===== config.mk =====
export PLATFORM = sky130hd
export DESIGN_NAME = id_stage
export DESIGN_NICKNAME = d
export VERILOG_FILES = /design/src/hdl/id_pkg.sv /design/src/hdl/isa_pkg.sv /design/src/hdl/id_stage.sv /design/src/hdl/issue_register.sv /design/src/hdl/instr_decoder.sv /design/src/hdl/rvc_expander.sv
export VERILOG_INCLUDE_DIRS = /design/src /design/src/include
export SDC_FILE = /design/constraint.sdc
export NUM_CORES = 1
export LEC_CHECK = 0
export BUFFER_PORTS_ARGS = -buffer_cell sky130_fd_sc_hd__clkbuf_2
export CAP_MARGIN = 25
export CORE_ASPECT_RATIO = 1.25
export CORE_MARGIN = 1.5
export CORE_UTILIZATION = 35
export CTS_CLUSTER_SIZE = 24
export DETAILED_ROUTE_END_ITERATION = 12
export PLACE_DENSITY = 0.71
export SLEW_MARGIN = 25
export SYNTH_ARGS = -nofsm -noshare
export SYNTH_HDL_FRONTEND = slang
export SYNTH_HIERARCHICAL = 1
export SYNTH_SLANG_ARGS = --single-unit
export TNS_END_PERCENT = 50

===== constraint.sdc =====
create_clock -name clk_i -period 1.85 [get_ports clk_i]
set_clock_uncertainty 0.1 [all_clocks]
set_input_delay 0.0925 -clock clk_i [delete_from_list [all_inputs] [get_ports clk_i]]
set_output_delay 0.0925 -clock clk_i [all_outputs]
set_load 0.02 [all_outputs]

===== src/include/id_consts.svh =====
// --------------------------------------------------
// Shared constants of the RV32 decode stage
// Only the RV32I and RVC subsets decoded here are covered
// --------------------------------------------------
`ifndef ID_CONSTS_SVH
`define ID_CONSTS_SVH

// --------------------------------------------------
// Widths
// --------------------------------------------------
// Data and address width
`define ID_XLEN 32
// Instruction word width after expansion
`define ID_ILEN 32
// Architectural register index
`define ID_REG_ADDR_W 5
// Register field of the compressed formats (x8..x15)
`define ID_CREG_W 3
// Functional-unit code and operation selector
`define ID_FU_W 3
`define ID_FUNCT3_W 3

// --------------------------------------------------
// Major opcodes, bits [6:0]
// --------------------------------------------------
`define OPC_OP_IMM 7'b0010011
`define OPC_OP 7'b0110011
`define OPC_LUI 7'b0110111
`define OPC_JAL 7'b1101111
`define OPC_JALR 7'b1100111
`define OPC_BRANCH 7'b1100011
`define OPC_LOAD 7'b0000011
`define OPC_STORE 7'b0100011

// --------------------------------------------------
// Functional-unit codes
// --------------------------------------------------
`define FU_NONE 3'd0
`define FU_ALU 3'd1
`define FU_CTRL_FLOW 3'd2
`define FU_LOAD 3'd3
`define FU_STORE 3'd4

// Compressed quadrants, bits [1:0]; 2'b11 marks a full word
`define RVC_Q0 2'b00
`define RVC_Q1 2'b01
`define RVC_Q2 2'b10

`endif

===== src/hdl/id_pkg.sv =====
// --------------------------------------------------
// Types of the decoded issue entry
// --------------------------------------------------
`include "id_consts.svh"

package id_pkg;

  // --------------------------------------------------
  // Address and data
  // --------------------------------------------------
  // Program counter of the fetched word
  typedef logic [`ID_XLEN-1:0] addr_t;

  // Immediate, already sign extended to XLEN
  typedef logic [`ID_XLEN-1:0] imm_t;

  // --------------------------------------------------
  // Operation selection
  // --------------------------------------------------
  // Holds one of the FU_* codes
  typedef logic [`ID_FU_W-1:0] fu_t;

  // Sub-operation as encoded in bits [14:12]
  typedef logic [`ID_FUNCT3_W-1:0] funct3_t;

endpackage


===== src/hdl/isa_pkg.sv =====
// --------------------------------------------------
// Types of the raw RISC-V instruction encoding
// --------------------------------------------------
`include "id_consts.svh"

package isa_pkg;

  // --------------------------------------------------
  // Instruction words
  // --------------------------------------------------
  // A full 32-bit word, also carries a compressed halfword in [15:0]
  typedef logic [`ID_ILEN-1:0] instr_t;

  // --------------------------------------------------
  // Register fields
  // --------------------------------------------------
  // Short form used by C.LW/C.SW
  // Maps onto x8..x15
  typedef logic [`ID_CREG_W-1:0] creg_t;

  // Full register index as found at rd/rs1/rs2
  typedef logic [`ID_REG_ADDR_W-1:0] reg_addr_t;

endpackage


===== src/hdl/id_stage.sv =====
// --------------------------------------------------
// Decode stage top, single issue port
// One cycle from fetch accept to issue valid
// --------------------------------------------------
`timescale 1ns/1ps

module id_stage (
  input  logic               clk_i,
  input  logic               rst_ni,
  input  logic               flush_i,
  // Fetch handshake
  input  isa_pkg::instr_t    fetch_instr_i,
  input  id_pkg::addr_t      fetch_pc_i,
  input  logic               fetch_valid_i,
  output logic               fetch_ready_o,
  // Issue handshake
  input  logic               issue_ack_i,
  output logic               issue_valid_o,
  // Issue entry
  output id_pkg::addr_t      issue_pc_o,
  output isa_pkg::instr_t    issue_orig_instr_o,
  output id_pkg::fu_t        issue_fu_o,
  output id_pkg::funct3_t    issue_funct3_o,
  output isa_pkg::reg_addr_t issue_rd_o,
  output isa_pkg::reg_addr_t issue_rs1_o,
  output isa_pkg::reg_addr_t issue_rs2_o,
  output id_pkg::imm_t       issue_imm_o,
  output logic               issue_is_ctrl_flow_o,
  output logic               issue_illegal_o,
  output logic               issue_is_compressed_o
);

  import isa_pkg::*;
  import id_pkg::*;

  // Expander outputs
  instr_t    exp_instr;
  logic      exp_compressed;
  logic      exp_illegal;

  // Decoder outputs
  fu_t       dec_fu;
  funct3_t   dec_funct3;
  reg_addr_t dec_rd;
  reg_addr_t dec_rs1;
  reg_addr_t dec_rs2;
  imm_t      dec_imm;
  logic      dec_ctrl_flow;
  logic      dec_illegal;

  // Either stage may reject the word
  logic      entry_illegal;

  // --------------------------------------------------
  // Expand, then decode
  // --------------------------------------------------
  rvc_expander i_rvc_expander (
    .instr_i         (fetch_instr_i),
    .instr_o         (exp_instr),
    .is_compressed_o (exp_compressed),
    .illegal_o       (exp_illegal)
  );

  instr_decoder i_instr_decoder (
    .instr_i        (exp_instr),
    .fu_o           (dec_fu),
    .funct3_o       (dec_funct3),
    .rd_o           (dec_rd),
    .rs1_o          (dec_rs1),
    .rs2_o          (dec_rs2),
    .imm_o          (dec_imm),
    .is_ctrl_flow_o (dec_ctrl_flow),
    .illegal_o      (dec_illegal)
  );

  assign entry_illegal = exp_illegal | dec_illegal;

  // --------------------------------------------------
  // ID/issue register
  // --------------------------------------------------
  // Original fetched word is kept, not the expansion
  issue_register i_issue_register (
    .clk_i           (clk_i),
    .rst_ni          (rst_ni),
    .flush_i         (flush_i),
    .fetch_valid_i   (fetch_valid_i),
    .fetch_ready_o   (fetch_ready_o),
    .issue_ack_i     (issue_ack_i),
    .issue_valid_o   (issue_valid_o),
    .pc_i            (fetch_pc_i),
    .orig_instr_i    (fetch_instr_i),
    .fu_i            (dec_fu),
    .funct3_i        (dec_funct3),
    .rd_i            (dec_rd),
    .rs1_i           (dec_rs1),
    .rs2_i           (dec_rs2),
    .imm_i           (dec_imm),
    .is_ctrl_flow_i  (dec_ctrl_flow),
    .illegal_i       (entry_illegal),
    .is_compressed_i (exp_compressed),
    .pc_o            (issue_pc_o),
    .orig_instr_o    (issue_orig_instr_o),
    .fu_o            (issue_fu_o),
    .funct3_o        (issue_funct3_o),
    .rd_o            (issue_rd_o),
    .rs1_o           (issue_rs1_o),
    .rs2_o           (issue_rs2_o),
    .imm_o           (issue_imm_o),
    .is_ctrl_flow_o  (issue_is_ctrl_flow_o),
    .illegal_o       (issue_illegal_o),
    .is_compressed_o (issue_is_compressed_o)
  );

endmodule


===== src/hdl/issue_register.sv =====
// --------------------------------------------------
// Single-entry ID/issue register
// Fetch and issue can hand over in the same cycle
// --------------------------------------------------
`timescale 1ns/1ps

module issue_register (
  input  logic               clk_i,
  input  logic               rst_ni,
  input  logic               flush_i,
  // Fetch side
  input  logic               fetch_valid_i,
  output logic               fetch_ready_o,
  // Issue side
  input  logic               issue_ack_i,
  output logic               issue_valid_o,
  // Entry fields in from decode
  input  id_pkg::addr_t      pc_i,
  input  isa_pkg::instr_t    orig_instr_i,
  input  id_pkg::fu_t        fu_i,
  input  id_pkg::funct3_t    funct3_i,
  input  isa_pkg::reg_addr_t rd_i,
  input  isa_pkg::reg_addr_t rs1_i,
  input  isa_pkg::reg_addr_t rs2_i,
  input  id_pkg::imm_t       imm_i,
  input  logic               is_ctrl_flow_i,
  input  logic               illegal_i,
  input  logic               is_compressed_i,
  // Registered entry out to issue
  output id_pkg::addr_t      pc_o,
  output isa_pkg::instr_t    orig_instr_o,
  output id_pkg::fu_t        fu_o,
  output id_pkg::funct3_t    funct3_o,
  output isa_pkg::reg_addr_t rd_o,
  output isa_pkg::reg_addr_t rs1_o,
  output isa_pkg::reg_addr_t rs2_o,
  output id_pkg::imm_t       imm_o,
  output logic               is_ctrl_flow_o,
  output logic               illegal_o,
  output logic               is_compressed_o
);

  logic valid_q;
  logic valid_d;
  logic accept;

  // --------------------------------------------------
  // Handshake
  // --------------------------------------------------
  // Room when empty or when the held entry leaves this cycle
  assign fetch_ready_o = fetch_valid_i & (~valid_q | issue_ack_i);
  assign accept        = fetch_ready_o;
  assign issue_valid_o = valid_q;

  // Flush wins over a new word, the word is taken and dropped
  always_comb begin
    valid_d = valid_q;
    if (issue_ack_i) begin
      valid_d = 1'b0;
    end
    if (accept) begin
      valid_d = 1'b1;
    end
    if (flush_i) begin
      valid_d = 1'b0;
    end
  end

  always_ff @(posedge clk_i or negedge rst_ni) begin
    if (!rst_ni) begin
      valid_q <= 1'b0;
    end else begin
      valid_q <= valid_d;
    end
  end

  // --------------------------------------------------
  // Payload
  // --------------------------------------------------
  // Loaded only on accept, so it holds while issue stalls
  always_ff @(posedge clk_i) begin
    if (accept) begin
      pc_o            <= pc_i;
      orig_instr_o    <= orig_instr_i;
      fu_o            <= fu_i;
      funct3_o        <= funct3_i;
      rd_o            <= rd_i;
      rs1_o           <= rs1_i;
      rs2_o           <= rs2_i;
      imm_o           <= imm_i;
      is_ctrl_flow_o  <= is_ctrl_flow_i;
      illegal_o       <= illegal_i;
      is_compressed_o <= is_compressed_i;
    end
  end

  // Never ready toward an idle fetch
  ready_needs_valid: assert property (@(posedge clk_i) disable iff (!rst_ni)
    fetch_ready_o |-> fetch_valid_i);

  // Nothing survives a flush into the next cycle
  flush_empties: assert property (@(posedge clk_i) disable iff (!rst_ni)
    flush_i |=> !issue_valid_o);

endmodule


===== src/hdl/instr_decoder.sv =====
// --------------------------------------------------
// Decodes by major opcode only
// funct7 and funct3 values are not checked for legality
// --------------------------------------------------
`timescale 1ns/1ps
`include "id_consts.svh"

module instr_decoder (
  input  isa_pkg::instr_t    instr_i,
  output id_pkg::fu_t        fu_o,
  output id_pkg::funct3_t    funct3_o,
  output isa_pkg::reg_addr_t rd_o,
  output isa_pkg::reg_addr_t rs1_o,
  output isa_pkg::reg_addr_t rs2_o,
  output id_pkg::imm_t       imm_o,
  output logic               is_ctrl_flow_o,
  output logic               illegal_o
);

  import isa_pkg::*;
  import id_pkg::*;

  // --------------------------------------------------
  // Raw fields at their standard positions
  // --------------------------------------------------
  logic [6:0] opcode;
  funct3_t    f3;
  reg_addr_t  rd;
  reg_addr_t  rs1;
  reg_addr_t  rs2;

  assign opcode = instr_i[6:0];
  assign f3     = instr_i[14:12];
  assign rd     = instr_i[11:7];
  assign rs1    = instr_i[19:15];
  assign rs2    = instr_i[24:20];

  // --------------------------------------------------
  // Immediate formats, all sign extended from bit 31
  // --------------------------------------------------
  imm_t imm_i_type;
  imm_t imm_s_type;
  imm_t imm_b_type;
  imm_t imm_u_type;
  imm_t imm_j_type;

  assign imm_i_type = {{20{instr_i[31]}}, instr_i[31:20]};
  assign imm_s_type = {{20{instr_i[31]}}, instr_i[31:25], instr_i[11:7]};
  // Branch offsets are halfword aligned
  assign imm_b_type = {{19{instr_i[31]}}, instr_i[31], instr_i[7],
                       instr_i[30:25], instr_i[11:8], 1'b0};
  assign imm_u_type = {instr_i[31:12], 12'b0};
  assign imm_j_type = {{11{instr_i[31]}}, instr_i[31], instr_i[19:12],
                       instr_i[20], instr_i[30:21], 1'b0};

  // --------------------------------------------------
  // Opcode decode
  // --------------------------------------------------
  // Fields a format does not carry stay zero
  always_comb begin
    fu_o      = `FU_NONE;
    funct3_o  = '0;
    rd_o      = '0;
    rs1_o     = '0;
    rs2_o     = '0;
    imm_o     = '0;
    illegal_o = 1'b0;

    case (opcode)
      `OPC_OP_IMM: begin
        fu_o     = `FU_ALU;
        funct3_o = f3;
        rd_o     = rd;
        rs1_o    = rs1;
        imm_o    = imm_i_type;
      end
      // Register-register ALU op, no immediate
      `OPC_OP: begin
        fu_o     = `FU_ALU;
        funct3_o = f3;
        rd_o     = rd;
        rs1_o    = rs1;
        rs2_o    = rs2;
      end
      // Bits [14:12] belong to the immediate, funct3 stays zero
      `OPC_LUI: begin
        fu_o  = `FU_ALU;
        rd_o  = rd;
        imm_o = imm_u_type;
      end
      // Same for JAL
      `OPC_JAL: begin
        fu_o  = `FU_CTRL_FLOW;
        rd_o  = rd;
        imm_o = imm_j_type;
      end
      `OPC_JALR: begin
        fu_o     = `FU_CTRL_FLOW;
        funct3_o = f3;
        rd_o     = rd;
        rs1_o    = rs1;
        imm_o    = imm_i_type;
      end
      // Compare two sources, writes nothing
      `OPC_BRANCH: begin
        fu_o     = `FU_CTRL_FLOW;
        funct3_o = f3;
        rs1_o    = rs1;
        rs2_o    = rs2;
        imm_o    = imm_b_type;
      end
      `OPC_LOAD: begin
        fu_o     = `FU_LOAD;
        funct3_o = f3;
        rd_o     = rd;
        rs1_o    = rs1;
        imm_o    = imm_i_type;
      end
      `OPC_STORE: begin
        fu_o     = `FU_STORE;
        funct3_o = f3;
        rs1_o    = rs1;
        rs2_o    = rs2;
        imm_o    = imm_s_type;
      end
      // Unknown group, everything zero
      default: illegal_o = 1'b1;
    endcase
  end

  // Jumps and branches go to the control-flow unit
  assign is_ctrl_flow_o = (fu_o == `FU_CTRL_FLOW);

endmodule


===== src/hdl/rvc_expander.sv =====
// --------------------------------------------------
// Expands C.ADDI, C.LI, C.MV, C.ADD, C.J, C.LW, C.SW
// Every other compressed pattern is flagged illegal
// --------------------------------------------------
`timescale 1ns/1ps
`include "id_consts.svh"

module rvc_expander (
  input  isa_pkg::instr_t instr_i,
  output isa_pkg::instr_t instr_o,
  output logic            is_compressed_o,
  output logic            illegal_o
);

  import isa_pkg::*;

  // --------------------------------------------------
  // Field extraction from the low halfword
  // --------------------------------------------------
  // Compressed funct3 sits in [15:13]
  logic [2:0]  c_funct3;
  // Full rd/rs1 at [11:7] and rs2 at [6:2] (CR/CI formats)
  reg_addr_t   rd_full;
  reg_addr_t   rs2_full;
  // Short registers of the CL/CS formats
  creg_t       rdp;
  creg_t       rs1p;
  reg_addr_t   rdp_x;
  reg_addr_t   rs1p_x;
  // Immediates widened to the 12 bits of an I/S field
  logic [11:0] imm6_sx;
  logic [11:0] uimm_w;
  // C.J offset, bit 0 is always zero
  logic [11:0] j_off;

  assign c_funct3 = instr_i[15:13];
  assign rd_full  = instr_i[11:7];
  assign rs2_full = instr_i[6:2];
  assign rdp      = instr_i[4:2];
  assign rs1p     = instr_i[9:7];

  // x8 + short index
  assign rdp_x  = {2'b01, rdp};
  assign rs1p_x = {2'b01, rs1p};

  // CI immediate {[12], [6:2]}, sign extended
  assign imm6_sx = {{6{instr_i[12]}}, instr_i[12], instr_i[6:2]};

  // Word offset of C.LW/C.SW
  // uimm[6]=[5], uimm[5:3]=[12:10], uimm[2]=[6]
  assign uimm_w = {5'b0, instr_i[5], instr_i[12:10], instr_i[6], 2'b00};

  // CJ offset bits [11|4|9:8|10|6|7|3:1|5] live in [12:2]
  assign j_off = {instr_i[12], instr_i[8], instr_i[10:9], instr_i[6],
                  instr_i[7], instr_i[2], instr_i[11], instr_i[5:3], 1'b0};

  // --------------------------------------------------
  // Expansion
  // --------------------------------------------------
  always_comb begin
    instr_o         = '0;
    is_compressed_o = 1'b1;
    illegal_o       = 1'b0;

    case (instr_i[1:0])
      // Loads and stores on x8..x15
      `RVC_Q0: begin
        case (c_funct3)
          3'b010: begin
            // C.LW -> lw rd', uimm(rs1')
            instr_o = {uimm_w, rs1p_x, 3'b010, rdp_x, `OPC_LOAD};
          end
          3'b110: begin
            // C.SW -> sw rs2', uimm(rs1')
            instr_o = {uimm_w[11:5], rdp_x, rs1p_x, 3'b010, uimm_w[4:0], `OPC_STORE};
          end
          // Includes the all-zero halfword (C.ADDI4SPN slot)
          default: illegal_o = 1'b1;
        endcase
      end

      // Immediate arithmetic and jumps
      `RVC_Q1: begin
        case (c_funct3)
          3'b000: begin
            // C.ADDI -> addi rd, rd, imm
            instr_o = {imm6_sx, rd_full, 3'b000, rd_full, `OPC_OP_IMM};
          end
          3'b010: begin
            // C.LI -> addi rd, x0, imm
            instr_o = {imm6_sx, 5'd0, 3'b000, rd_full, `OPC_OP_IMM};
          end
          3'b101: begin
            // C.J -> jal x0, offset
            // J-type scatter with the sign copied into [20] and [19:12]
            instr_o = {j_off[11], j_off[10:1], j_off[11], {8{j_off[11]}},
                       5'd0, `OPC_JAL};
          end
          default: illegal_o = 1'b1;
        endcase
      end

      // Register moves and adds
      `RVC_Q2: begin
        // rs2 == 0 here would be C.JR/C.JALR/C.EBREAK, not handled
        if (c_funct3 == 3'b100 && rs2_full != 5'd0) begin
          if (instr_i[12]) begin
            // C.ADD -> add rd, rd, rs2
            instr_o = {7'b0, rs2_full, rd_full, 3'b000, rd_full, `OPC_OP};
          end else begin
            // C.MV -> add rd, x0, rs2
            instr_o = {7'b0, rs2_full, 5'd0, 3'b000, rd_full, `OPC_OP};
          end
        end else begin
          illegal_o = 1'b1;
        end
      end

      // Full 32-bit word, untouched
      default: begin
        instr_o         = instr_i;
        is_compressed_o = 1'b0;
      end
    endcase
  end

  // Illegal can only come out of a compressed quadrant
  illegal_only_compressed: assert final (!illegal_o || is_compressed_o)
    else $error("rvc_expander: illegal flagged on a 32-bit word");

endmodule


==> impl_metrics.tcl <==
set metrics [dict create \
    status "finished with violations" \
    failed_checks "negative setup slack" \
    wire_per_inst_um 18.7 \
    hold_ws_ns 0.208 \
    layout-drive-gt1-share_pct 49.6 \
    cts_max_path_buffers 2 \
    netlist-cell-type-count 62 \
    die_h_um 139 \
    cp_data_required_time_ns 1.91 \
    netlist.top_cell.by_area "edfxtp_1" \
    rows 49 \
    critPathKind "in2reg" \
    fillers 1117 \
    cts_buffers 17 \
    dpl.cell_count 777 \
    grt_max_degree 46 \
    synth_edf_count 120 \
    synth_top_family_by_area "compound AO/OA/AOI/OAI gates" \
    netlist_top_cells_count "edfxtp_1 (120), and2_1 (22), a21o_1 (19), nand2_1 (19), a21oi_1 (18)" \
    rsz0062_at_grt "yes" \
    synth_ff_type "edfxtp_1" \
    synth_area_per_cell_um2 14.5 \
    drv_cap 0 \
    post-route-period-util_pct 114 \
    synthMuxAreaShare_pct 0.219 \
    ys_warn_count 6 \
    p_leak_nw 3.70 \
    yosysMostFrequentCell "edfxtp_1" \
    ys_async_sr_fraction_pct 0.826 \
    synth.area.top_cells "edfxtp_1 (70%), a21o_1 (2.8%), and2_1 (2.7%), a21oi_1 (1.8%), o21ai_0 (1.5%)" \
    dpl.hpwl_um 11300 \
    ant_nets 0 \
    worstSetupEndpointType "flop" \
    seq_area_frac_synth_pct 70.5 \
    yosys.area_share.xor_xnor_pct 0 \
    grt_pass1_vias 4713 \
    final_cells 883 \
    grt_pass1_wl_um 25100 \
    die_w_um 111 \
    port_buffers 190 \
    antenna_found_initial 0 \
    tightest_slew_ns 0.745 \
    setup_ws_ns -0.267 \
    critPathLaunchType "input port" \
    core_um2 14400 \
    synth_largest_type_area_fraction_pct 70.0 \
    drc_errors 0 \
    cts_tree "built" \
    maxSlewViolCount 0 \
    fin_nets 761 \
    maxSlewHeadroom_pct 49.8 \
    max_freq_mhz 472 \
    clk_pin_slew_worst_paths_ns 0.06 \
    synth_cells 354 \
    antennaDiodeCount 0 \
    power_density_nw_per_um2 938 \
    synth-simple-area-share_pct 11.9 \
    clock_latency_ns 0.41 \
    synthAdderAreaFrac_pct 0 \
    synth_nets 423 \
    syn_to_final_growth_pct 64.6 \
    cp_max_fo 5 \
    start_util_pct 35.7 \
    synth_compound_area_share_pct 14.8 \
    fin_crit_ns 2.12 \
    ys_ff_latch 121 \
    drtIter0Drc 291 \
    ir_worst_vdd_mv 0.892 \
    io_pins 191 \
    wl_um 16500 \
    htree_levels 4 \
    netlist_area_um2 5150 \
    worstPathArrival_ns 2.18 \
    hold_class "in2reg" \
    routabilityCongestion 0.886 \
    overflow 0 \
    die_area_um2 15400 \
    firstDrtPassIters 6 \
    final_util_pct 58.8 \
    vias 4518 \
    clock-root-buffer "clkbuf_16" \
    hold_viol 0 \
    numClockSinks 121 \
    setup_viol 53 \
    globalRouteTotalUtil_pct 21.3 \
    vias_per_cell 5.12 \
]
cells by family (layout without fill, tap and decap cells):
group	count (synthesis)	after routing
flops	121	121
simple gates	104	104
compound gates	101	101
buf+inv	27	378
mux	1	1
final timing paths:
kind | from | end | slack, ns | cells past startpoint
worst max-delay path | fetch_instr_i[6] | i_issue_register/illegal_o | -0.27 | 10
worst min-delay path | fetch_instr_i[12] | i_issue_register/imm_o[12] | 0.21 | 4
worst max register to register | i_issue_register/issue_valid_o | i_issue_register/orig_instr_o[3] | 0.47 | 3
worst min register to register | i_issue_register/issue_valid_o | i_issue_register/imm_o[19] | 0.87 | 3
max in group asynchronous | rst_ni | i_issue_register/issue_valid_o | 1.12 | 3
min in group asynchronous | rst_ni | i_issue_register/issue_valid_o | 0.41 | 3
per-stage QoR:
step           TNS [ns]  power, mW  instance area, µm²  worst slack (ns)
6_report          -8.95       7.94                8470            -0.267
3_3_place_gp     -32.05       4.24                6900            -0.662
3_5_place_dp     -33.55       4.26                6900            -0.699
2_1_floorplan    -36.70       3.79                5250            -0.528
5_1_grt          -10.83       8.21                8470            -0.287
4_1_cts           -5.60       7.95                8290            -0.206
repair_timing:
item	in CTS	in global routing
resized for setup	20	24
hold endpoints to repair	66	1
buffers inserted	2	6
gates cloned	0	0
hold buffers	67	1
endpoints found under the setup margin	54	54
pin swaps	11	16
layer usage:
metal | wire length [µm] | part of all wire, % | up-vias | global-route usage, %
met1 | 5950 | 36 | 2154 | 23.2
met5 | 0 | 0 | - | 0
met2 | 8810 | 53 | 251 | 38.8
met3 | 1160 | 7.0 | 50 | 5.73
met4 | 560 | 3.4 | 0 | 9.06
li1 | - | - | 2063 | -
critical path, cell delays in order:
cell	delay, ns
buf_6	0.09
or4_4	0.54
o21ai_4	0.23
buf_6	0.14
o2bb2ai_4	0.06
o21a_4	0.23
or3_4	0.35
a21oi_4	0.17
nor2_1	0.07
or2_1	0.22
registers in the layout, indices dropped and copies added, names as in the netlist, 3 cells and up:
signal                         count
i_issue_register/fu_o              3
i_issue_register/funct3_o          3
i_issue_register/imm_o            32
i_issue_register/orig_instr_o     32
i_issue_register/pc_o             32
i_issue_register/rd_o              5
i_issue_register/rs1_o             5
i_issue_register/rs2_o             5
area by class of cell:
cell class	instances	area, µm²	area share [%]
well taps	178	223	2.63
repair buffers	338	2320	27.4
clock inverters	13	201	2.38
multi-input cells	206	1640	19.3
flip-flops and latches	121	3630	42.8
clock buffers	19	433	5.11
inverters	8	30.0	0.354
power breakdown:
part | switching [mW] | leakage (nW) | internal, mW
logic | 0.670 | 2.21 | 0.491
clock network | 1.16 | 0.306 | 2.38
registers | 0.0493 | 1.18 | 3.20
cells in the final DEF (no fill, tap or decap), types with 4 or more instances in the layout:
cell type / count
a21oi_1: 13
and2_1: 21
buf_12: 4
o221a_2: 4
clkbuf_2: 189
and3_1: 6
nor2_1: 14
inv_1: 8
o21ai_0: 11
dlygate4sd3_1: 68
buf_6: 9
nor3b_1: 4
nand2b_1: 5
bufinv_16: 5
clkbuf_16: 17
a22o_1: 8
or3_4: 4
a21o_1: 19
buf_4: 68
nand2_1: 16
edfxtp_1: 120
a21oi_4: 4
Note: power is estimated with default switching activity, not from simulation.
